===== config.mk =====
export PLATFORM = sky130hd
export DESIGN_NAME = fcore_writeback_flat
export DESIGN_NICKNAME = d
export VERILOG_FILES = /design/src/hdl/fcore_pkg.sv /design/src/hdl/fcore_result_if.sv /design/src/hdl/fcore_writeback.sv /design/src/flat_wrapper.sv
export VERILOG_INCLUDE_DIRS = /design/src /design/src/hdl
export SDC_FILE = /design/constraint.sdc
export NUM_CORES = 1
export LEC_CHECK = 0
export ABC_CLOCK_PERIOD_IN_PS = 1200
export BUFFER_PORTS_ARGS = -buffer_cell sky130_fd_sc_hd__buf_2
export CAP_MARGIN = 20
export CORE_ASPECT_RATIO = 2
export CORE_MARGIN = 2
export CORE_UTILIZATION = 35
export DETAILED_ROUTE_END_ITERATION = 8
export PLACE_DENSITY_LB_ADDON = 0.08
export SLEW_MARGIN = 5
export SYNTH_ARGS = -nofsm -noshare
export SYNTH_HDL_FRONTEND = slang
export SYNTH_SLANG_ARGS = --single-unit

===== constraint.sdc =====
create_clock -name clock -period 1.2 [get_ports clock]
set_clock_uncertainty 0.2 [all_clocks]
set_input_delay 0 -clock clock [delete_from_list [all_inputs] [get_ports clock]]
set_output_delay 0 -clock clock [all_outputs]
set_load 0.02 [all_outputs]

===== src/hdl/fcore_defs.svh =====
`ifndef FCORE_DEFS_SVH
`define FCORE_DEFS_SVH

// Width of a data word and of an instruction word
`define FCORE_DATA_WIDTH 32

// Number of words in the program memory
`define FCORE_PROG_DEPTH 256

// Registers in each channel bank
`define FCORE_REG_COUNT 8

// Upper limit on the number of active channels
`define FCORE_MAX_CHANNELS 8

`endif

===== src/hdl/fcore_pkg.sv =====
package fcore_pkg;

    `include "fcore_defs.svh"

    typedef logic [`FCORE_DATA_WIDTH-1:0] data_t;
    typedef logic [$clog2(`FCORE_PROG_DEPTH)-1:0] pc_t;
    typedef logic [$clog2(`FCORE_REG_COUNT)-1:0] reg_addr_t;
    typedef logic [$clog2(`FCORE_MAX_CHANNELS)-1:0] channel_t;

    // One bit wider than channel_t so that the full count fits
    typedef logic [$clog2(`FCORE_MAX_CHANNELS):0] channel_count_t;

    // Encodings not listed here behave as a no-operation
    typedef enum logic [4:0] {
        STOP = 5'd0,
        ADD  = 5'd1,
        SUB  = 5'd2,
        LDC  = 5'd3,
        CHN  = 5'd4,
        AND  = 5'd5,
        OR   = 5'd6,
        XOR  = 5'd7,
        SHR  = 5'd8
    } opcode_t;

    typedef enum logic [1:0] {
        IDLE,
        FETCH,
        ISSUE,
        DRAIN
    } ctrl_state_t;

endpackage


===== src/hdl/fcore_result_if.sv =====
`timescale 1ns/100ps

// A single register write, tagged with its channel and destination
interface fcore_result_if import fcore_pkg::*; ();

    logic      valid;
    channel_t  channel;
    reg_addr_t dest;
    data_t     value;

    modport producer (output valid, channel, dest, value);

    modport consumer (input valid, channel, dest, value);

endinterface


===== src/hdl/fcore_writeback.sv =====
`timescale 1ns/100ps

module fcore_writeback import fcore_pkg::*; #(
    parameter bit ARITH_FIRST = 1'b1
) (
    input  logic             clock,
    input  logic             rst_n,
    fcore_result_if.consumer arith_res,
    fcore_result_if.consumer logic_res,
    fcore_result_if.producer wr
);

    logic use_arith;

    // The units decode disjoint opcodes, so a collision only picks a fixed winner
    assign use_arith = arith_res.valid && (ARITH_FIRST || !logic_res.valid);

    always_ff @(posedge clock) begin
        if (!rst_n) begin
            wr.valid <= 1'b0;
        end else begin
            wr.valid <= arith_res.valid || logic_res.valid;
        end
    end

    always_ff @(posedge clock) begin
        if (use_arith) begin
            wr.channel <= arith_res.channel;
            wr.dest    <= arith_res.dest;
            wr.value   <= arith_res.value;
        end else begin
            wr.channel <= logic_res.channel;
            wr.dest    <= logic_res.dest;
            wr.value   <= logic_res.value;
        end
    end

endmodule


===== src/flat_wrapper.sv =====
// flat-port wrapper written by rule: the top's interface ports become plain ports
module fcore_writeback_flat import fcore_pkg::*;
#(
    parameter bit ARITH_FIRST = 1'b1
)
  (clock, rst_n, arith_res_valid, arith_res_channel, arith_res_dest, arith_res_value, logic_res_valid, logic_res_channel, logic_res_dest, logic_res_value, wr_valid, wr_channel, wr_dest, wr_value);
  fcore_result_if arith_res_i ();
  fcore_result_if logic_res_i ();
  fcore_result_if wr_i ();
  input  logic clock;
  input  logic rst_n;
  input wire logic [$bits(arith_res_i.valid)-1:0] arith_res_valid;
  input wire logic [$bits(arith_res_i.channel)-1:0] arith_res_channel;
  input wire logic [$bits(arith_res_i.dest)-1:0] arith_res_dest;
  input wire logic [$bits(arith_res_i.value)-1:0] arith_res_value;
  input wire logic [$bits(logic_res_i.valid)-1:0] logic_res_valid;
  input wire logic [$bits(logic_res_i.channel)-1:0] logic_res_channel;
  input wire logic [$bits(logic_res_i.dest)-1:0] logic_res_dest;
  input wire logic [$bits(logic_res_i.value)-1:0] logic_res_value;
  output wire logic [$bits(wr_i.valid)-1:0] wr_valid;
  output wire logic [$bits(wr_i.channel)-1:0] wr_channel;
  output wire logic [$bits(wr_i.dest)-1:0] wr_dest;
  output wire logic [$bits(wr_i.value)-1:0] wr_value;
  assign arith_res_i.valid = arith_res_valid;
  assign arith_res_i.channel = arith_res_channel;
  assign arith_res_i.dest = arith_res_dest;
  assign arith_res_i.value = arith_res_value;
  assign logic_res_i.valid = logic_res_valid;
  assign logic_res_i.channel = logic_res_channel;
  assign logic_res_i.dest = logic_res_dest;
  assign logic_res_i.value = logic_res_value;
  assign wr_valid = wr_i.valid;
  assign wr_channel = wr_i.channel;
  assign wr_dest = wr_i.dest;
  assign wr_value = wr_i.value;
  fcore_writeback #(.ARITH_FIRST(ARITH_FIRST)) u_core (.clock(clock), .rst_n(rst_n), .arith_res(arith_res_i), .logic_res(logic_res_i), .wr(wr_i));
endmodule

* Yosys cells after proc, flatten, opt, wreduce, memory -nomap -nowiden
Cells that the tools add are included.
Word-level totals: memories 0, bits in registers 39, RAM bits 0, bits of input ports 80, output and inout bits 39, latch bits 0, memory bits (read-only) 0
Operators by class: equality and inequality tests 0, $mul 0, divide/modulo/power cells 0, reductions and logical operators 1, muxes and demuxes 3, shifts and indexed selects 0, $add $sub $neg 0, bitwise gates (word level) 0, magnitude comparators 0
Operators with widths (number):
- $mux W32 | 1
- $mux W3 | 2
- $logic_or A1 B1 Y1 | 1

* Depth between registers and ports, before layout
depth after elaboration 1, mapped depth 3

* Least setup slack after synthesis
OpenSTA, ideal clock, no wires.
path type input -> register, start input arith_res_valid, end register u_core.wr.value[21], buffers on the path 2, stages on the path 3, arrival time 0.569 ns, slack 0.310 ns, data required time 0.879 ns, cell sequence buf_6 buf_6 mux2_4
On the way: cells in the longest elaborated chain, start to end 1
RTL lines:
- from (decl) | RTL line flat_wrapper.sv:12 | input wire logic [$bits(arith_res_i.valid)-1:0] arith_res_valid;
- $mux W32 | RTL line fcore_writeback.sv:27 | if (use_arith) begin
- to (decl) | RTL line fcore_result_if.sv:11 | modport producer (output valid, channel, dest, value);
No other way between the ends. A chain may end at the register's enable or synchronous reset.

* Worst setup path in the final report
start input arith_res_value[30], end register u_core.wr.value[30]
On the way: cells in the longest elaborated chain, start to end 1
RTL lines:
- from (decl) | RTL line flat_wrapper.sv:15 | input wire logic [$bits(arith_res_i.value)-1:0] arith_res_value;
- $mux W32 | RTL line fcore_writeback.sv:27
No other way between the ends.

==> impl_metrics.py <==
metrics = {
    "outcome": {
        "status": "complete, no violations",
    },
    "timing": {
        "setup_tns_ns": 0,
        "drv_slew": 0,
        "clock.fmax_ghz": 1.02,
        "hold_viol": 0,
        "layout_setup_ws_ns": 0.221,
        "maxSlewHeadroom": 0.880,
        "holdWs_ns": 0.00550,
        "rsz0062_at_grt": "false",
        "timing.final.setup_violations": 0,
        "fin_crit_ns": 0.979,
        "period_share": 0.816,
        "tightestPinTransition_ns": 0.181,
    },
    "die": {
        "ios": 119,
        "fp.dieH_um": 89.8,
        "fp-row-count": 31,
        "core_region_area_um2": 3570,
        "die-area_um2": 4210,
        "die_x_um": 46.9,
        "start_util": 0.361,
    },
    "cts": {
        "clk_pin_slew_ns": 0.07,
        "cts_inserted_buffers": 5,
        "root_buffer": "clkbuf_8",
        "clock_path_buffers": 2,
        "cts_tree": "built",
        "htree_levels": 2,
        "cts_resized": 0,
        "clkSinkCount": 39,
    },
    "setup_path": {
        "crit_chain": "dlygate4sd3_1 -> buf_2 -> mux2_2",
        "critPathMaxFanout": 1,
        "critPathLaunchType": "input pin",
        "crit_buf_inv": 2,
        "worstSetupEndpointType": "flip-flop",
        "arrival_ns": 0.95,
        "cp.required_ns": 1.17,
        "critical_path_class": "in -> reg",
        "path_delay_family": "buffers and inverters",
        "cp_slowest_cell": "dlygate4sd3_1",
        "max_stage_delay_ns": 0.55,
    },
    "grt": {
        "grt_pass1_vias": 1625,
        "antenna_found_initial": 0,
        "grtUsageTotal": 0.214,
        "grt_max_degree": 26,
        "grt_overflow_total": 0,
        "grt_pass1_wl_um": 6600,
    },
    "power": {
        "power_density_nw_per_um2": 1060,
        "leakagePower_nw": 1.36,
        "fin_total_pwr_mw": 2.94,
        "vdd_drop_max_uv": 1020,
    },
    "drt": {
        "wl_per_cell_um": 12.9,
        "drc": 0,
        "vias_per_cell": 4.14,
        "wl_um": 4270,
        "drt_iter0_markers": 4,
        "drtAntennaViolNets": 0,
        "drtPass1Iterations": 3,
        "via_count": 1370,
    },
    "layout": {
        "finalNetCount": 363,
        "fillerInstances": 244,
        "final-instance-count-excl-fill": 331,
        "final_core_util": 0.780,
        "postLayoutCellArea_um2": 2780,
        "drive_gt1_frac": 0.578,
        "diodes": 0,
        "syn_to_final_growth_pct": 116,
    },
    "synthesis": {
        "synthCells": 82,
        "yosysWarnings": 0,
        "syn_nets": 162,
        "yosysSeqAreaShare": 0.606,
        "syn_avg_cell_area_um2": 15.7,
        "syn-cell-area_um2": 1290,
        "synth_seq_cells": 39,
        "synth_cell_type_count": 6,
    },
    "placement": {
        "hpwl_um": 2420,
        "io_buffers": 118,
        "gp_congestion": 0.724,
        "dp_slack_ns": 0.182,
        "place_area_um2": 1930,
        "dp_cells": 247,
    },
    "worst_hold_path": {
        "hold_path.class": "in -> reg",
    },
    "run": {
        "cap_violations": 0,
    },
}
[routing by layer]
| metal | up-vias | wire (um) | GRT usage |
|---|---|---|---|
| met5 | - | 0 | 0 |
| met4 | 0 | 120 | 0.102 |
| met3 | 11 | 342 | 0.0602 |
| met2 | 78 | 2330 | 0.395 |
| met1 | 600 | 1470 | 0.188 |
| li1 | 681 | - | - |
[cells by family after synthesis]
kind of cell / Yosys count / share of synthesized area
AO/OA/AOI/OAI: 1 / 0.00583
buffers and inverters: 4 / 0.0291
flip-flops: 39 / 0.606
multiplexers: 38 / 0.359
[power by group]
part	switching, mW	internal [mW]
registers	0.0230	1.40
logic	0.295	0.436
clock network	0.399	0.387
[area by class of cell]
| type | instances | area [um^2] | share of cell area |
|---|---|---|---|
| well taps | 49 | 61.3 | 0.0220 |
| multi-input cells | 39 | 469 | 0.169 |
| repair buffers | 198 | 1400 | 0.503 |
| flip-flops and latches | 39 | 781 | 0.281 |
| clock buffers | 6 | 72.6 | 0.0261 |
[cell usage in the layout, fill, tap and decap left out]
cell           instances
buf_2                118
clkbuf_1               1
mux2_2                29
mux2_4                 9
o21a_1                 1
buf_4                  1
clkbuf_8               5
buf_12                 1
dlygate4sd3_1         78
dfxtp_1               39
[cells in the mapped netlist]
library cell,n,area share
buf_4,2,0.012
buf_6,2,0.017
dfxtp_1,39,0.61
mux2_2,29,0.25
mux2_4,9,0.10
o21a_1,1,0.0058
[registers in the layout (all words and copies together), names as in the netlist]
name	cells
u_core.wr.valid	1
u_core.wr.dest	3
u_core.wr.value	32
u_core.wr.channel	3
[final timing paths]
check	start	end	slack, ns	depth (start not counted)
max	arith_res_value[30]	u_core.wr.value[30]	0.22	3
min	arith_res_valid	u_core.wr.valid	0.005	3
[timing repair]
item | CTS | global route
setup buffers | 0 | 0
hold buffers | 78 | 0
hold endpoints to repair | 39 | 0
(Power assumes the default switching activity.)
