<file path="config.mk">
export PLATFORM = sky130hd
export DESIGN_NAME = fcore_arith_unit_flat
export DESIGN_NICKNAME = d
export VERILOG_FILES = /design/src/hdl/fcore_pkg.sv /design/src/hdl/fcore_result_if.sv /design/src/hdl/fcore_exec_if.sv /design/src/hdl/fcore_arith_unit.sv /design/src/flat_wrapper.sv
export VERILOG_INCLUDE_DIRS = /design/src /design/src/hdl
export SDC_FILE = /design/constraint.sdc
export NUM_CORES = 1
export LEC_CHECK = 0
export BUFFER_PORTS_ARGS = -buffer_cell sky130_fd_sc_hd__buf_2
export CORE_ASPECT_RATIO = 0.6
export CORE_MARGIN = 3
export CORE_UTILIZATION = 40
export CTS_CLUSTER_DIAMETER = 40
export DETAILED_ROUTE_END_ITERATION = 8
export PLACE_DENSITY = 0.67
export SLEW_MARGIN = 25
export SYNTH_ARGS = -nofsm -noshare
export SYNTH_HDL_FRONTEND = slang
export SYNTH_SLANG_ARGS = --single-unit
</file>
<file path="constraint.sdc">
create_clock -name clock -period 4.8 [get_ports clock]
set_input_delay 0.96 -clock clock [delete_from_list [all_inputs] [get_ports clock]]
set_output_delay 0.96 -clock clock [all_outputs]
set_load 0.02 [all_outputs]
</file>
<file path="src/hdl/fcore_defs.svh">
`ifndef FCORE_DEFS_SVH
`define FCORE_DEFS_SVH

// Width of a data word and of an instruction word
`define FCORE_DATA_WIDTH 32

// Number of words in the program memory
`define FCORE_PROG_DEPTH 256

// Registers in each channel bank
`define FCORE_REG_COUNT 8

// Upper limit on the number of active channels
`define FCORE_MAX_CHANNELS 8

`endif
</file>
<file path="src/hdl/fcore_pkg.sv">
package fcore_pkg;

    `include "fcore_defs.svh"

    typedef logic [`FCORE_DATA_WIDTH-1:0] data_t;
    typedef logic [$clog2(`FCORE_PROG_DEPTH)-1:0] pc_t;
    typedef logic [$clog2(`FCORE_REG_COUNT)-1:0] reg_addr_t;
    typedef logic [$clog2(`FCORE_MAX_CHANNELS)-1:0] channel_t;

    // One bit wider than channel_t so that the full count fits
    typedef logic [$clog2(`FCORE_MAX_CHANNELS):0] channel_count_t;

    // Encodings not listed here behave as a no-operation
    typedef enum logic [4:0] {
        STOP = 5'd0,
        ADD  = 5'd1,
        SUB  = 5'd2,
        LDC  = 5'd3,
        CHN  = 5'd4,
        AND  = 5'd5,
        OR   = 5'd6,
        XOR  = 5'd7,
        SHR  = 5'd8
    } opcode_t;

    typedef enum logic [1:0] {
        IDLE,
        FETCH,
        ISSUE,
        DRAIN
    } ctrl_state_t;

endpackage

</file>
<file path="src/hdl/fcore_result_if.sv">
`timescale 1ns/100ps

// A single register write, tagged with its channel and destination
interface fcore_result_if import fcore_pkg::*; ();

    logic      valid;
    channel_t  channel;
    reg_addr_t dest;
    data_t     value;

    modport producer (output valid, channel, dest, value);

    modport consumer (input valid, channel, dest, value);

endinterface

</file>
<file path="src/hdl/fcore_exec_if.sv">
`timescale 1ns/100ps

// Issue bus from the control unit to the register file and the execution units
interface fcore_exec_if import fcore_pkg::*; ();

    logic      valid;
    opcode_t   opcode;
    channel_t  channel;
    reg_addr_t dest;
    reg_addr_t src_a;
    reg_addr_t src_b;
    data_t     constant;
    data_t     operand_a;
    data_t     operand_b;

    modport control (output valid, opcode, channel, dest, src_a, src_b, constant);

    modport regfile (input channel, src_a, src_b, output operand_a, operand_b);

    modport unit (input valid, opcode, channel, dest, src_a, src_b, constant,
                  operand_a, operand_b);

endinterface

</file>
<file path="src/hdl/fcore_arith_unit.sv">
`timescale 1ns/100ps

module fcore_arith_unit import fcore_pkg::*; (
    input  logic             clock,
    input  logic             rst_n,
    fcore_exec_if.unit       issue,
    fcore_result_if.producer res
);

    logic  accept;
    data_t result;

    assign accept = issue.valid && (issue.opcode inside {ADD, SUB, LDC, CHN});

    always_comb begin
        case (issue.opcode)
            ADD:     result = issue.operand_a + issue.operand_b;
            SUB:     result = issue.operand_a - issue.operand_b;
            LDC:     result = issue.constant;
            CHN:     result = data_t'(issue.channel);
            default: result = '0;
        endcase
    end

    always_ff @(posedge clock) begin
        if (!rst_n) begin
            res.valid <= 1'b0;
        end else begin
            res.valid <= accept;
        end
    end

    always_ff @(posedge clock) begin
        res.channel <= issue.channel;
        res.dest    <= issue.dest;
        res.value   <= result;
    end

endmodule

</file>
<file path="src/flat_wrapper.sv">
// flat-port wrapper written by rule: the top's interface ports become plain ports
module fcore_arith_unit_flat import fcore_pkg::*;
  (clock, rst_n, issue_valid, issue_opcode, issue_channel, issue_dest, issue_src_a, issue_src_b, issue_constant, issue_operand_a, issue_operand_b, res_valid, res_channel, res_dest, res_value);
  fcore_exec_if issue_i ();
  fcore_result_if res_i ();
  input  logic clock;
  input  logic rst_n;
  input wire logic [$bits(issue_i.valid)-1:0] issue_valid;
  input wire logic [$bits(issue_i.opcode)-1:0] issue_opcode;
  input wire logic [$bits(issue_i.channel)-1:0] issue_channel;
  input wire logic [$bits(issue_i.dest)-1:0] issue_dest;
  input wire logic [$bits(issue_i.src_a)-1:0] issue_src_a;
  input wire logic [$bits(issue_i.src_b)-1:0] issue_src_b;
  input wire logic [$bits(issue_i.constant)-1:0] issue_constant;
  input wire logic [$bits(issue_i.operand_a)-1:0] issue_operand_a;
  input wire logic [$bits(issue_i.operand_b)-1:0] issue_operand_b;
  output wire logic [$bits(res_i.valid)-1:0] res_valid;
  output wire logic [$bits(res_i.channel)-1:0] res_channel;
  output wire logic [$bits(res_i.dest)-1:0] res_dest;
  output wire logic [$bits(res_i.value)-1:0] res_value;
  assign issue_i.valid = issue_valid;
  assign issue_i.opcode = issue_opcode;
  assign issue_i.channel = issue_channel;
  assign issue_i.dest = issue_dest;
  assign issue_i.src_a = issue_src_a;
  assign issue_i.src_b = issue_src_b;
  assign issue_i.constant = issue_constant;
  assign issue_i.operand_a = issue_operand_a;
  assign issue_i.operand_b = issue_operand_b;
  assign res_valid = res_i.valid;
  assign res_channel = res_i.channel;
  assign res_dest = res_i.dest;
  assign res_value = res_i.value;
  fcore_arith_unit u_core (.clock(clock), .rst_n(rst_n), .issue(issue_i), .res(res_i));
endmodule
</file>
# Word level (Yosys, flattened, before mapping)
# Index checks and enable logic that the tools add are counted.
[word_totals]
out_inout_bits = 39
wordCells = 13
register_bits = 39
[classes]
n_reduce_logical = 2
n_eq_ne = 4
mux = 1
n_addsub = 2
[ops]
columns = ["op", "count"]
rows = [
  ["case mux 32 bit (4 select lines)", 1],
  ["adder 32 bit", 1],
  ["subtractor 32 bit", 1],
  ["== test 5 x 2 -> 1 bit (second input constant)", 2],
  ["== test 5 x 1 -> 1 bit (second input constant)", 1],
  ["== test 5 x 3 -> 1 bit (second input constant)", 1],
  ["nonzero test 4 bit", 1],
  ["logical AND 1 bit", 1],
]

# Depth between registers and ports, before layout
[depth]
depth_word = 3
depth_mapped = 19
depth_no_buf = 19

# Worst setup path after synthesis
# OpenSTA, ideal clock, no wires.
[synth_path]
kind = "input -> register"
start = "input issue_operand_b[12]"
end = "register u_core.res.value[30]"
cell_stages = 16
arrival_ps = 4241
setup_time_ps = 101
path_slack_ps = 458
path_cell_list = "or4_4 > or3_4 > or2_1 > nor2_1 > nand2_1 > nor2_2 > a21oi_1 > xnor2_1 > ha_1 > clkbuf_1 > nand3_1 > or4_1 > nand3_1 > a2bb2oi_1 > a41oi_1 > o41ai_1"
[synth_via]
elab_chain_cells = 2
elab_cells_between_ends = 3
classes_between = "2 x add/sub; 1 x mux"
[synth_rtl]
columns = ["item", "line", "source"]
rows = [
  ["start: declaration", "flat_wrapper.sv:16", "input wire logic [$bits(issue_i.operand_b)-1:0] issue_operand_b;"],
  ["subtractor 32 bit or adder 32 bit (tied branches)", "fcore_arith_unit.sv:18, fcore_arith_unit.sv:17", ""],
  ["case mux 32 bit (4 select lines) *", "fcore_arith_unit.sv:16", "case (issue.opcode)"],
  ["named net u_core.result[30]", "fcore_arith_unit.sv:11", "data_t result;"],
  ["end signal: assignment", "fcore_arith_unit.sv:36", "res.value <= result;"],
  ["end: declaration", "fcore_result_if.sv:11", "modport producer (output valid, channel, dest, value);"],
]
# The timed path passes the listed nets; every way through them passes the cells marked *.
# A chain may end at the register's enable or synchronous reset.

# Final worst setup path
# Same ends and word-level chain as after synthesis.

==> out/metrics.csv <==
metric,value,unit
CP max-delay cell,or4_4,
number of enable flip-flop cells after synthesis,0,
CTS Buf Count,5,
final worst setup slack,0.2911,ns
share of layout cells above drive strength 1,30.63,%
Final GP Congestion,0.9003,
Vias,3730,
Initial Utilization,42.12,%
hold path startpoint,issue_dest[2],
pre-CTS WS,0.05821,ns
Period minus WS final,4.509,ns
largest net degree at the start of global routing,33,
drt wl/cell,15.65,um
leakage,2.242,nW
cts-stage hold buffer count,0,
dpl hpwl,9.032,mm
yosys warns,0,
Setup crit start kind,primary input,
post-route ant nets,0,
Reg area,780.7,sq um
"Clk pin slew, worst setup/hold paths",0.06,ns
IO Port Bufs,148,
Nets,739,
drt drc,0,
I/O pins,155,
largest area contributor in the synthesized netlist,dfxtp_1,
max cap viols,0,
vias in the first global route,3598,
row count,25,
cell area power density,256.1,mW/mm^2
total gr overflow,0,
Die X,125.0,um
CP Cell Sequence,buf_2 > or4_4 > or3_4 > or2_1 > nor2_1 > nand2_1 > nor2_2 > a21oi_1 > xnor2_1 > ha_1 > nand3_1 > or4_1 > nand3_1 > a2bb2oi_1 > a41oi_1 > o41ai_1,
Peak VDD IR,0.1251,mV
drt pass-1 iters,5,
cell count after synthesis,437,
total die area,0.009677,sq mm
Worst path most repeated cell,nand3_1,
RSZ-0062 raised after global routing,no,
syn_nets,586,
most common cell in the synthesized netlist,nand2_1,
top post-synthesis cells by area,"dfxtp_1, ha_1, xnor2_1",
final WL,10.94,mm
Post-synth top cells,"nand2_1, o21ai_0, a21oi_1, dfxtp_1, ha_1",
Critical Path Start,issue_operand_b[12],
Worst Tran Pin Value,0.7500,ns
sequential area share after synthesis,22.97,%
Core Area,0.008070,sq mm
syn_area_per_cell,7.779,sq um
CTS tree,built,
"Top FF cell, synth",dfxtp_1,
CTS resizes,0,
"FF+latch count, synth",39,
Iter 0 DRT Violations,281,
mapped cell area,0.003400,sq mm
Bufs on Longest Clock Path,2,
Critical Path RT,4.96,ns
slew margin rel.,50.00,%
"Worst Path Class, Setup",in2reg,
area delta synth->final,32.09,%
all-layer global routing usage,21.97,%
first-pass GRT wire length,17.47,mm
Antenna Cells,0,
Worst path max stage delay,0.54,ns
fill count,768,
worst-case hold slack,0.7796,ns
post-route setup TNS,0,ns
status,"complete, no violations",
share of the synthesized area in the top cell type,22.97,%
final instance area,0.004491,sq mm
Die Ht,77.41,um
initial antenna violation count,0,
post-route clock period utilization,93.93,%
final setup fails,0,
Hold Path Class,in2reg,
Hold Fails Final Rpt,0,
crit end category,register,
CTS Root Cell,clkbuf_16,
setup bufs post-CTS,0,
dpl cell area,0.004319,sq mm
area of the multi-input gates,0.002507,sq mm
drt via density,5.336,
CP max FO,7,
Worst EP arrival,4.67,ns
Pins Over Slew Limit,0,
total power,1.150,mW
clk sink count,39,
post-synthesis cell type count,51,
Fmax,221.8,MHz
H-tree depth,2,
"FFs w/ async S/R, synth",0,%
-- metal layers --
layer  global-route usage, %  vias to the layer above  part of all wire, %
met4                   3.896                        0                 0.66
met5                       0                        -                    0
met2                   31.56                      175                   39
li1                        -                     1881                    -
met3                   5.777                        8                  9.2
met1                   33.05                     1666                   51
-- flip-flops by register name (all words and copies together) (netlist names) --
signal              count
u_core.res.valid        1
u_core.res.dest         3
u_core.res.value       32
u_core.res.channel      3
-- cell families after synthesis --
family                   count (synthesis)  share of synthesized area, %
adder cells (fa/ha/maj)                 33                         12.37
flip-flops                              39                         22.97
XOR/XNOR                                62                         15.97
AO/OA/AOI/OAI                          147                         26.98
AND/OR/NAND/NOR                        126                         18.37
buffers and inverters                   30                         3.349
-- worst max-delay path: cells and delay by family --
kind / cells / cell delay (ns)
xor+xnor: 1 / 0.13
buf+inv: 1 / 0.12
compound gates: 4 / 0.70
fa+ha+maj: 1 / 0.41
simple gates: 9 / 2.35
-- through the flow --
stage	std cells	util (%)
floorplan	437	-
global placement	691	53.52
detailed placement	691	53.52
CTS	699	55.61
global route	699	55.64
finish	699	55.64
-- final timing paths --
path,to,slack (ns),cells past startpoint
worst max-delay path,u_core.res.value[30]$_DFF_P_,0.29,16
worst min-delay path,u_core.res.dest[2]$_DFF_P_,0.78,1
-- report_power, final --
part	internal, mW	switching [mW]
Clock	0.245	0.136
Combinational	0.185	0.242
Sequential	0.338	0.00299
-- cell type report --
cell class              instances  area share (%)
multi-input cells             368           55.84
clock inverters                 3          0.9752
repair buffers                162           18.84
inverters                      14           1.170
well taps                     108           3.009
clock buffers                   5           2.786
flip-flops and latches         39           17.39
-- layout by cell type (no fill, tap or decap), types with 2 or more instances in the layout --
cell type,netlist,layout
a221oi_1,2,2
and3_1,4,4
ha_1,32,32
a21o_1,15,15
xnor2_1,31,31
a21boi_0,2,2
a221o_1,4,4
and2_1,6,6
o21ai_0,46,46
nor2b_1,3,3
clkbuf_16,0,5
o21bai_1,3,3
o41ai_1,5,5
a21oi_1,42,42
buf_4,0,14
o31ai_1,7,7
a31oi_1,4,4
a41oi_1,2,2
nand2_1,55,54
inv_1,14,14
nand4_1,4,4
o211ai_1,2,2
or2_2,2,2
a211oi_1,2,2
nand3_1,6,6
nor4_1,5,5
nand2b_1,5,5
nor2_1,17,17
buf_2,1,148
o21ai_2,2,2
dfxtp_1,39,39
nor3_1,10,10
xor2_1,31,31
Note: power is estimated with default switching activity, not from simulation.
