[src/hdl/fcore_defs.svh]
`ifndef FCORE_DEFS_SVH
`define FCORE_DEFS_SVH

// Width of a data word and of an instruction word
`define FCORE_DATA_WIDTH 32

// Number of words in the program memory
`define FCORE_PROG_DEPTH 256

// Registers in each channel bank
`define FCORE_REG_COUNT 8

// Upper limit on the number of active channels
`define FCORE_MAX_CHANNELS 8

`endif
[src/hdl/fcore_pkg.sv]
package fcore_pkg;

    `include "fcore_defs.svh"

    typedef logic [`FCORE_DATA_WIDTH-1:0] data_t;
    typedef logic [$clog2(`FCORE_PROG_DEPTH)-1:0] pc_t;
    typedef logic [$clog2(`FCORE_REG_COUNT)-1:0] reg_addr_t;
    typedef logic [$clog2(`FCORE_MAX_CHANNELS)-1:0] channel_t;

    // One bit wider than channel_t so that the full count fits
    typedef logic [$clog2(`FCORE_MAX_CHANNELS):0] channel_count_t;

    // Encodings not listed here behave as a no-operation
    typedef enum logic [4:0] {
        STOP = 5'd0,
        ADD  = 5'd1,
        SUB  = 5'd2,
        LDC  = 5'd3,
        CHN  = 5'd4,
        AND  = 5'd5,
        OR   = 5'd6,
        XOR  = 5'd7,
        SHR  = 5'd8
    } opcode_t;

    typedef enum logic [1:0] {
        IDLE,
        FETCH,
        ISSUE,
        DRAIN
    } ctrl_state_t;

endpackage

[src/hdl/fcore_exec_if.sv]
`timescale 1ns/100ps

// Issue bus from the control unit to the register file and the execution units
interface fcore_exec_if import fcore_pkg::*; ();

    logic      valid;
    opcode_t   opcode;
    channel_t  channel;
    reg_addr_t dest;
    reg_addr_t src_a;
    reg_addr_t src_b;
    data_t     constant;
    data_t     operand_a;
    data_t     operand_b;

    modport control (output valid, opcode, channel, dest, src_a, src_b, constant);

    modport regfile (input channel, src_a, src_b, output operand_a, operand_b);

    modport unit (input valid, opcode, channel, dest, src_a, src_b, constant,
                  operand_a, operand_b);

endinterface

[src/hdl/fcore_control_unit.sv]
`timescale 1ns/100ps
`include "fcore_defs.svh"

module fcore_control_unit import fcore_pkg::*; #(
    parameter int MAX_CHANNELS = `FCORE_MAX_CHANNELS
) (
    input  logic           clock,
    input  logic           rst_n,
    input  logic           run,
    input  channel_count_t n_channels,
    output pc_t            fetch_pc,
    input  data_t          fetch_word0,
    input  data_t          fetch_word1,
    output logic           busy,
    output logic           done,
    fcore_exec_if.control  issue
);

    ctrl_state_t    state;
    pc_t            pc;
    channel_t       channel;
    channel_count_t active_channels;
    channel_count_t start_channels;
    logic           drain_last;
    opcode_t        opcode;
    logic           last_channel;
    pc_t            pc_step;

    assign opcode = opcode_t'(fetch_word0[4:0]);

    // Out of range counts are pulled back into 1 to MAX_CHANNELS
    always_comb begin
        if (n_channels == '0) begin
            start_channels = channel_count_t'(1);
        end else if (n_channels > channel_count_t'(MAX_CHANNELS)) begin
            start_channels = channel_count_t'(MAX_CHANNELS);
        end else begin
            start_channels = n_channels;
        end
    end

    assign last_channel = ({1'b0, channel} == active_channels - 1'b1);

    // LDC carries its constant in the next word, so that word is skipped
    assign pc_step = (opcode == LDC) ? pc_t'(2) : pc_t'(1);

    always_ff @(posedge clock) begin
        if (!rst_n) begin
            state           <= IDLE;
            pc              <= '0;
            channel         <= '0;
            active_channels <= channel_count_t'(1);
            drain_last      <= 1'b0;
            done            <= 1'b0;
        end else begin
            done <= 1'b0;
            case (state)
                IDLE: begin
                    if (run) begin
                        active_channels <= start_channels;
                        pc              <= '0;
                        channel         <= '0;
                        state           <= FETCH;
                    end
                end
                FETCH: begin
                    // Memory samples pc at the end of this cycle
                    channel <= '0;
                    state   <= ISSUE;
                end
                ISSUE: begin
                    if (opcode == STOP) begin
                        drain_last <= 1'b0;
                        state      <= DRAIN;
                    end else if (last_channel) begin
                        channel <= '0;
                        pc      <= pc + pc_step;
                        state   <= FETCH;
                    end else begin
                        channel <= channel + 1'b1;
                    end
                end
                DRAIN: begin
                    // Two cycles let the last writeback reach the registers
                    if (drain_last) begin
                        done  <= 1'b1;
                        state <= IDLE;
                    end else begin
                        drain_last <= 1'b1;
                    end
                end
                default: state <= IDLE;
            endcase
        end
    end

    assign fetch_pc = pc;
    assign busy     = (state != IDLE);

    // The instruction word stays stable for every channel of the issue
    assign issue.valid    = (state == ISSUE) && (opcode != STOP);
    assign issue.opcode   = opcode;
    assign issue.channel  = channel;
    assign issue.dest     = fetch_word0[7:5];
    assign issue.src_a    = fetch_word0[10:8];
    assign issue.src_b    = fetch_word0[13:11];
    assign issue.constant = fetch_word1;

endmodule

[src/flat_wrapper.sv]
// flat-port wrapper written by rule: the top's interface ports become plain ports
module fcore_control_unit_flat import fcore_pkg::*;
#(
    parameter int MAX_CHANNELS = `FCORE_MAX_CHANNELS
)
  (clock, rst_n, run, n_channels, fetch_pc, fetch_word0, fetch_word1, busy, done, issue_valid, issue_opcode, issue_channel, issue_dest, issue_src_a, issue_src_b, issue_constant);
  fcore_exec_if issue_i ();
  input  logic clock;
  input  logic rst_n;
  input  logic run;
  input  channel_count_t n_channels;
  output pc_t fetch_pc;
  input  data_t fetch_word0;
  input  data_t fetch_word1;
  output logic busy;
  output logic done;
  output wire logic [$bits(issue_i.valid)-1:0] issue_valid;
  output wire logic [$bits(issue_i.opcode)-1:0] issue_opcode;
  output wire logic [$bits(issue_i.channel)-1:0] issue_channel;
  output wire logic [$bits(issue_i.dest)-1:0] issue_dest;
  output wire logic [$bits(issue_i.src_a)-1:0] issue_src_a;
  output wire logic [$bits(issue_i.src_b)-1:0] issue_src_b;
  output wire logic [$bits(issue_i.constant)-1:0] issue_constant;
  assign issue_valid = issue_i.valid;
  assign issue_opcode = issue_i.opcode;
  assign issue_channel = issue_i.channel;
  assign issue_dest = issue_i.dest;
  assign issue_src_a = issue_i.src_a;
  assign issue_src_b = issue_i.src_b;
  assign issue_constant = issue_i.constant;
  fcore_control_unit #(.MAX_CHANNELS(MAX_CHANNELS)) u_core (.clock(clock), .rst_n(rst_n), .run(run), .n_channels(n_channels), .fetch_pc(fetch_pc), .fetch_word0(fetch_word0), .fetch_word1(fetch_word1), .busy(busy), .done(done), .issue(issue_i));
endmodule
[config.mk]
export PLATFORM = sky130hd
export DESIGN_NAME = fcore_control_unit_flat
export DESIGN_NICKNAME = d
export VERILOG_FILES = /design/src/hdl/fcore_pkg.sv /design/src/hdl/fcore_exec_if.sv /design/src/hdl/fcore_control_unit.sv /design/src/flat_wrapper.sv
export VERILOG_INCLUDE_DIRS = /design/src /design/src/hdl
export SDC_FILE = /design/constraint.sdc
export NUM_CORES = 1
export LEC_CHECK = 0
export ABC_AREA = 1
export BUFFER_PORTS_ARGS = -buffer_cell sky130_fd_sc_hd__clkbuf_2
export CAP_MARGIN = 20
export CORE_UTILIZATION = 43
export CTS_BUF_LIST = sky130_fd_sc_hd__clkbuf_8
export DETAILED_ROUTE_END_ITERATION = 8
export PLACE_DENSITY = 0.95
export SLEW_MARGIN = 0
export SYNTH_ARGS = -nofsm -noshare
export SYNTH_HDL_FRONTEND = slang
export SYNTH_SLANG_ARGS = --single-unit
[constraint.sdc]
create_clock -name clock -period 2.8 [get_ports clock]
set_input_delay 0.14 -clock clock [delete_from_list [all_inputs] [get_ports clock]]
set_output_delay 0.14 -clock clock [all_outputs]
set_load 0.005 [all_outputs]
* Yosys cells after proc, flatten, opt, wreduce, memory -nomap -nowiden
Index checks and enable logic that the tools add are counted.
** Operators by class
- Bitwise gates (word level) :: 0
- Reduce and logical (&&, ||, !) cells :: 15
- $add $sub $neg :: 3
- Divide/modulo/power cells :: 0
- Eq/ne operators :: 11
- $lt $le $gt $ge :: 1
- Muxes and demuxes :: 19
- Multipliers :: 0
- Shift operators :: 0
** Operators by type and width (count)
- $mux W8 :: 3
- $pmux W8 S2 :: 1
- $mux W2 :: 5
- $mux W3 :: 3
- $pmux W3 S3 :: 1
- $add A8 B8 Y8 :: 1
- $mux W4 :: 2
- $pmux W2 S4 :: 1
- $ne A2 B1 Y1 const B :: 3
- $reduce_and A2 Y1 :: 3
- $reduce_and A3 Y1 :: 2
- $reduce_bool A2 Y1 :: 3
- $eq A5 B2 Y1 const B :: 1
- $logic_not A5 Y1 :: 1
- $reduce_bool A5 Y1 :: 1
- $eq A2 B2 Y1 const B :: 2
- $eq A3 B4 Y1 :: 1
- $gt A4 B4 Y1 const B :: 1
- $logic_not A4 Y1 :: 1
- $ne A2 B2 Y1 const B :: 2
- $reduce_and A4 Y1 :: 1
- $sub A4 B1 Y4 const B :: 1
- $add A3 B1 Y3 const B :: 1
- $ne A3 B1 Y1 const B :: 1
- 6 further kinds :: 7
** Word-level totals
- Word-level logic and storage cells :: 55
- Memories kept :: 0
- Latch bits :: 0
- RAM bits :: 0
- Input port bits :: 71
- Bits in registers :: 19
- Bits in read-only memories :: 0

* Longest topological paths before layout
- Depth in word-level cells :: 6
- Mapped depth :: 13
- Mapped depth without buffers :: 13

* Worst setup path before layout
OpenSTA, ideal clock, no wires.
- Path kind :: in2reg
- Start :: input fetch_word0[3]
- End :: register u_core.pc[4] (netlist: u_core.fetch_pc[4])
- Buffers on the path :: 0
- Data arrival time :: 1.852 ns
- Stages on the path :: 11
- Setup time :: 0.070 ns
- Setup slack :: 0.878 ns
- Path through :: nor2_1 nand2_1 nor3_1 inv_1 ha_1 fa_1 nand2_1 nor2_1 nor3b_1 nand3_2 a21oi_1
** Between the ends
- Cells in the longest elaborated chain, start to end :: 6
** RTL lines
- start, declared :: RTL line flat_wrapper.sv:13 : input data_t fetch_word0;
- $eq A5 B2 Y1 :: RTL line fcore_control_unit.sv:45 : assign pc_step = (opcode == LDC) ? pc_t'(2) : pc_t'(1);
- $mux W2 :: RTL line fcore_control_unit.sv:45
- $add A8 B8 Y8 :: RTL line fcore_control_unit.sv:77 : pc <= pc + pc_step;
- $mux W8 :: RTL line fcore_control_unit.sv:75 : end else if (last_channel) begin
- $mux W8 :: RTL line fcore_control_unit.sv:72 : if (opcode == STOP) begin
- $pmux W8 S2 :: RTL line fcore_control_unit.sv:57 : case (state)
- end signal, assigned :: RTL line fcore_control_unit.sv:77
- end, declared :: RTL line fcore_control_unit.sv:20 : pc_t pc;
Parallel ways exist; a longest one is shown, timed or not. The select of a mux whose other input is x is not followed.
A chain may end at the register's enable or synchronous reset.

* Worst setup path in the final report
Same ends and word-level chain as after synthesis.

==> flow_metrics.tcl <==
set metrics [dict create \
    p_switching_uw 592 \
    cp-start-kind "input port" \
    vias 1281 \
    die_x_um 62.2 \
    syn_nets 301 \
    path_buf_inv 2 \
    routedWlPerCell_um 11.2 \
    clk_pin_slew_ns 0.07 \
    core.rowCount 21 \
    fin_util 0.424 \
    synthesis.area_um2 1560 \
    ys_types 27 \
    worstSetupPathType "in2reg" \
    grt_max_degree 15 \
    mostFrequentLayoutCells "46 x nand2_1, 30 x clkbuf_2, 22 x inv_1, 19 x dfxtp_1" \
    cts_setup_buffers 0 \
    pwr-share-comb 0.513 \
    area_growth_pct -7.64 \
    cp_slowest_stage_delay_ns 0.40 \
    cts-resized-gates 0 \
    drt_iter0_markers 26 \
    holdWs_ns 0.121 \
    boundaryPins 131 \
    hpwlAfterDp_um 2170 \
    hold_depth 3 \
    cts_buffer_depth 2 \
    min_period_ns 2.01 \
    dieHeight_um 62.2 \
    status "complete, no violations" \
    drive_above_1_share 0.238 \
    grt-busiest-layer "met2" \
    maxCapViolCount 0 \
    ir_worst_vdd_uv 380 \
    antennaDiodeCount 0 \
    h-tree-depth 1 \
    hp-class "in2reg" \
    nNetsFinal 287 \
    max_freq_mhz 498 \
    tns_ns 0 \
    met3_usage 0.0515 \
    gr-usage-met1 0.164 \
    dr.pass1.iters 4 \
    worstSkewPairLatency_ns 0.26 \
    cp_cell_sequence "clkbuf_2 > nor2_1 > nand2_1 > nor3_1 > inv_1 > ha_1 > fa_1 > nand2_1 > nor2_1 > nor3b_1 > nand3_2 > a21oi_1" \
    cts_buffers 3 \
    rr_worst_depth 10 \
    final_common_cell "nand2_1" \
    yosys_warnings 0 \
    first_global_vias 1145 \
    grt_pass1_wl_um 4820 \
    gp_congestion 0.827 \
    crit_cells 12 \
    power_leakage_uw 0.000688 \
    hold_buffers 0 \
    seqPwrFrac 0.338 \
    vias_per_cell 5.00 \
    cts_tree "yes" \
    antenna_found_initial 0 \
    worst_slew_pin_slew_ns 0.494 \
    skew_ns 0.00308 \
    gr-usage-met2 0.266 \
    p_total_uw 1290 \
    setup_viol 0 \
    die_area_um2 3860 \
    drt_wl_total_um 2860 \
    netlist_instances 225 \
    ant_nets 0 \
    finalHoldViolCount 0 \
    core_um2 3390 \
    root_buffer "clkbuf_8" \
    internal_power_uw 698 \
    critPathMaxFanout 3 \
    grt_usage 0.154 \
    slowest_stage "fa_1" \
    swShare 0.459 \
    cp_top_family "simple AND/OR/NAND/NOR gates" \
    cts_sinks 19 \
    post-route-drc-count 0 \
    ys_seq_elements 19 \
    end_kind "flip-flop" \
    globalRouteOverflowTotal 0 \
    drv_slew 0 \
    max_slew_margin 0.668 \
    synth_seq_area_share 0.244 \
    rsz0062_at_grt "false" \
    critical_path_required_ns 2.99 \
    avgSynthCellArea_um2 6.92 \
    period_share 0.717 \
    initial_core_util 0.459 \
    power_density_nw_per_um2 897 \
    portBuffers 30 \
    worstPathArrival_ns 2.20 \
    clkPwrFrac 0.149 \
]
[worst paths after layout]
check,from,end,slack [ns]
worst max-delay path,fetch_word0[3],u_core.fetch_pc[4],0.79
worst min-delay path,n_channels[1],u_core.active_channels[1],0.12
worst max register to register,u_core.active_channels[0],u_core.fetch_pc[4],0.95
worst min register to register,u_core.drain_last,u_core.done,0.47
[power groups by stage]
stage | registers, µW | clock network (µW) | logic [µW]
global route | 452 | 206 | 748
floorplan | 429 | 0 | 571
detailed placement | 441 | 0 | 656
global placement | 435 | 0 | 631
finish | 436 | 192 | 661
CTS | 437 | 195 | 664
[synth_stat cells]
cell type	instances	area, µm²
buf_6	2	22.5
nand4_1	2	12.5
nand2_4	1	11.3
nor2_1	18	67.6
inv_2	4	15.0
ha_1	4	50.1
nor3_1	2	10.0
dfxtp_1	19	380
nand3b_1	1	7.51
inv_1	21	78.8
fa_1	1	20.0
clkbuf_1	1	3.75
nand3_2	5	50.1
nor2_2	2	12.5
o21bai_1	1	7.51
o21bai_4	1	18.8
o211ai_1	1	7.51
nor2_4	3	33.8
xor2_1	1	8.76
o22ai_1	1	6.26
buf_4	46	345
o21ai_0	7	35.0
a21oi_1	18	90.1
nand2_1	46	173
nand3_1	15	75.1
nand2_2	1	6.26
nor3b_1	1	7.51
[cell type report]
class                           count  area, µm²
Clock inverter                      1       3.75
Fill cell                         325       1950
Multi-Input combinational cell    132        711
Inverter                           25       93.8
Tap cell                           46       57.6
Timing Repair Buffer               30        150
Sequential cell                    19        380
Clock buffer                        3       41.3
[kinds of logic (layout without fill, tap and decap cells)]
logic type	after synthesis	in the layout	synth area share
compound gates	29	29	0.106
xor+xnor	1	1	0.00563
fa+ha+maj	5	5	0.0450
buf+inv	74	59	0.299
flops	19	19	0.244
simple gates	97	97	0.300
[state kept, by name, summed over array words and instances, names as in the netlist]
signal and cells:
u_core.issue.channel 3, u_core.fetch_pc 8, u_core.drain_last 1, u_core.state 2, u_core.done 1, u_core.active_channels 4
[metrics by stage]
| stage | instance area (µm²) | std cells | setup WS (ns) |
|---|---|---|---|
| after floorplan | 1560 | 225 | 0.878 |
| after global placement | 1390 | 252 | 0.587 |
| after detailed placement | 1390 | 252 | 0.477 |
| after CTS | 1440 | 256 | 0.751 |
| after global routing | 1440 | 256 | 0.571 |
| final | 1440 | 256 | 0.793 |
[worst register-to-register path, delay by kind of cell, from the launching register on]
| kind | cells | cell delay [ns] |
|---|---|---|
| buffers and inverters | 2 | 0.10 |
| DFF | 1 | 0.35 |
| adders and majority gates | 1 | 0.31 |
| AOI/OAI and AO/OA | 2 | 0.43 |
| and+or+nand+nor | 5 | 0.55 |
[routing by layer]
layer	up-vias	wire length, µm
met4	0	73
met3	11	201
met5	-	0
met1	586	1180
met2	44	1410
li1	640	-
Note: power is estimated with default switching activity, not from simulation.
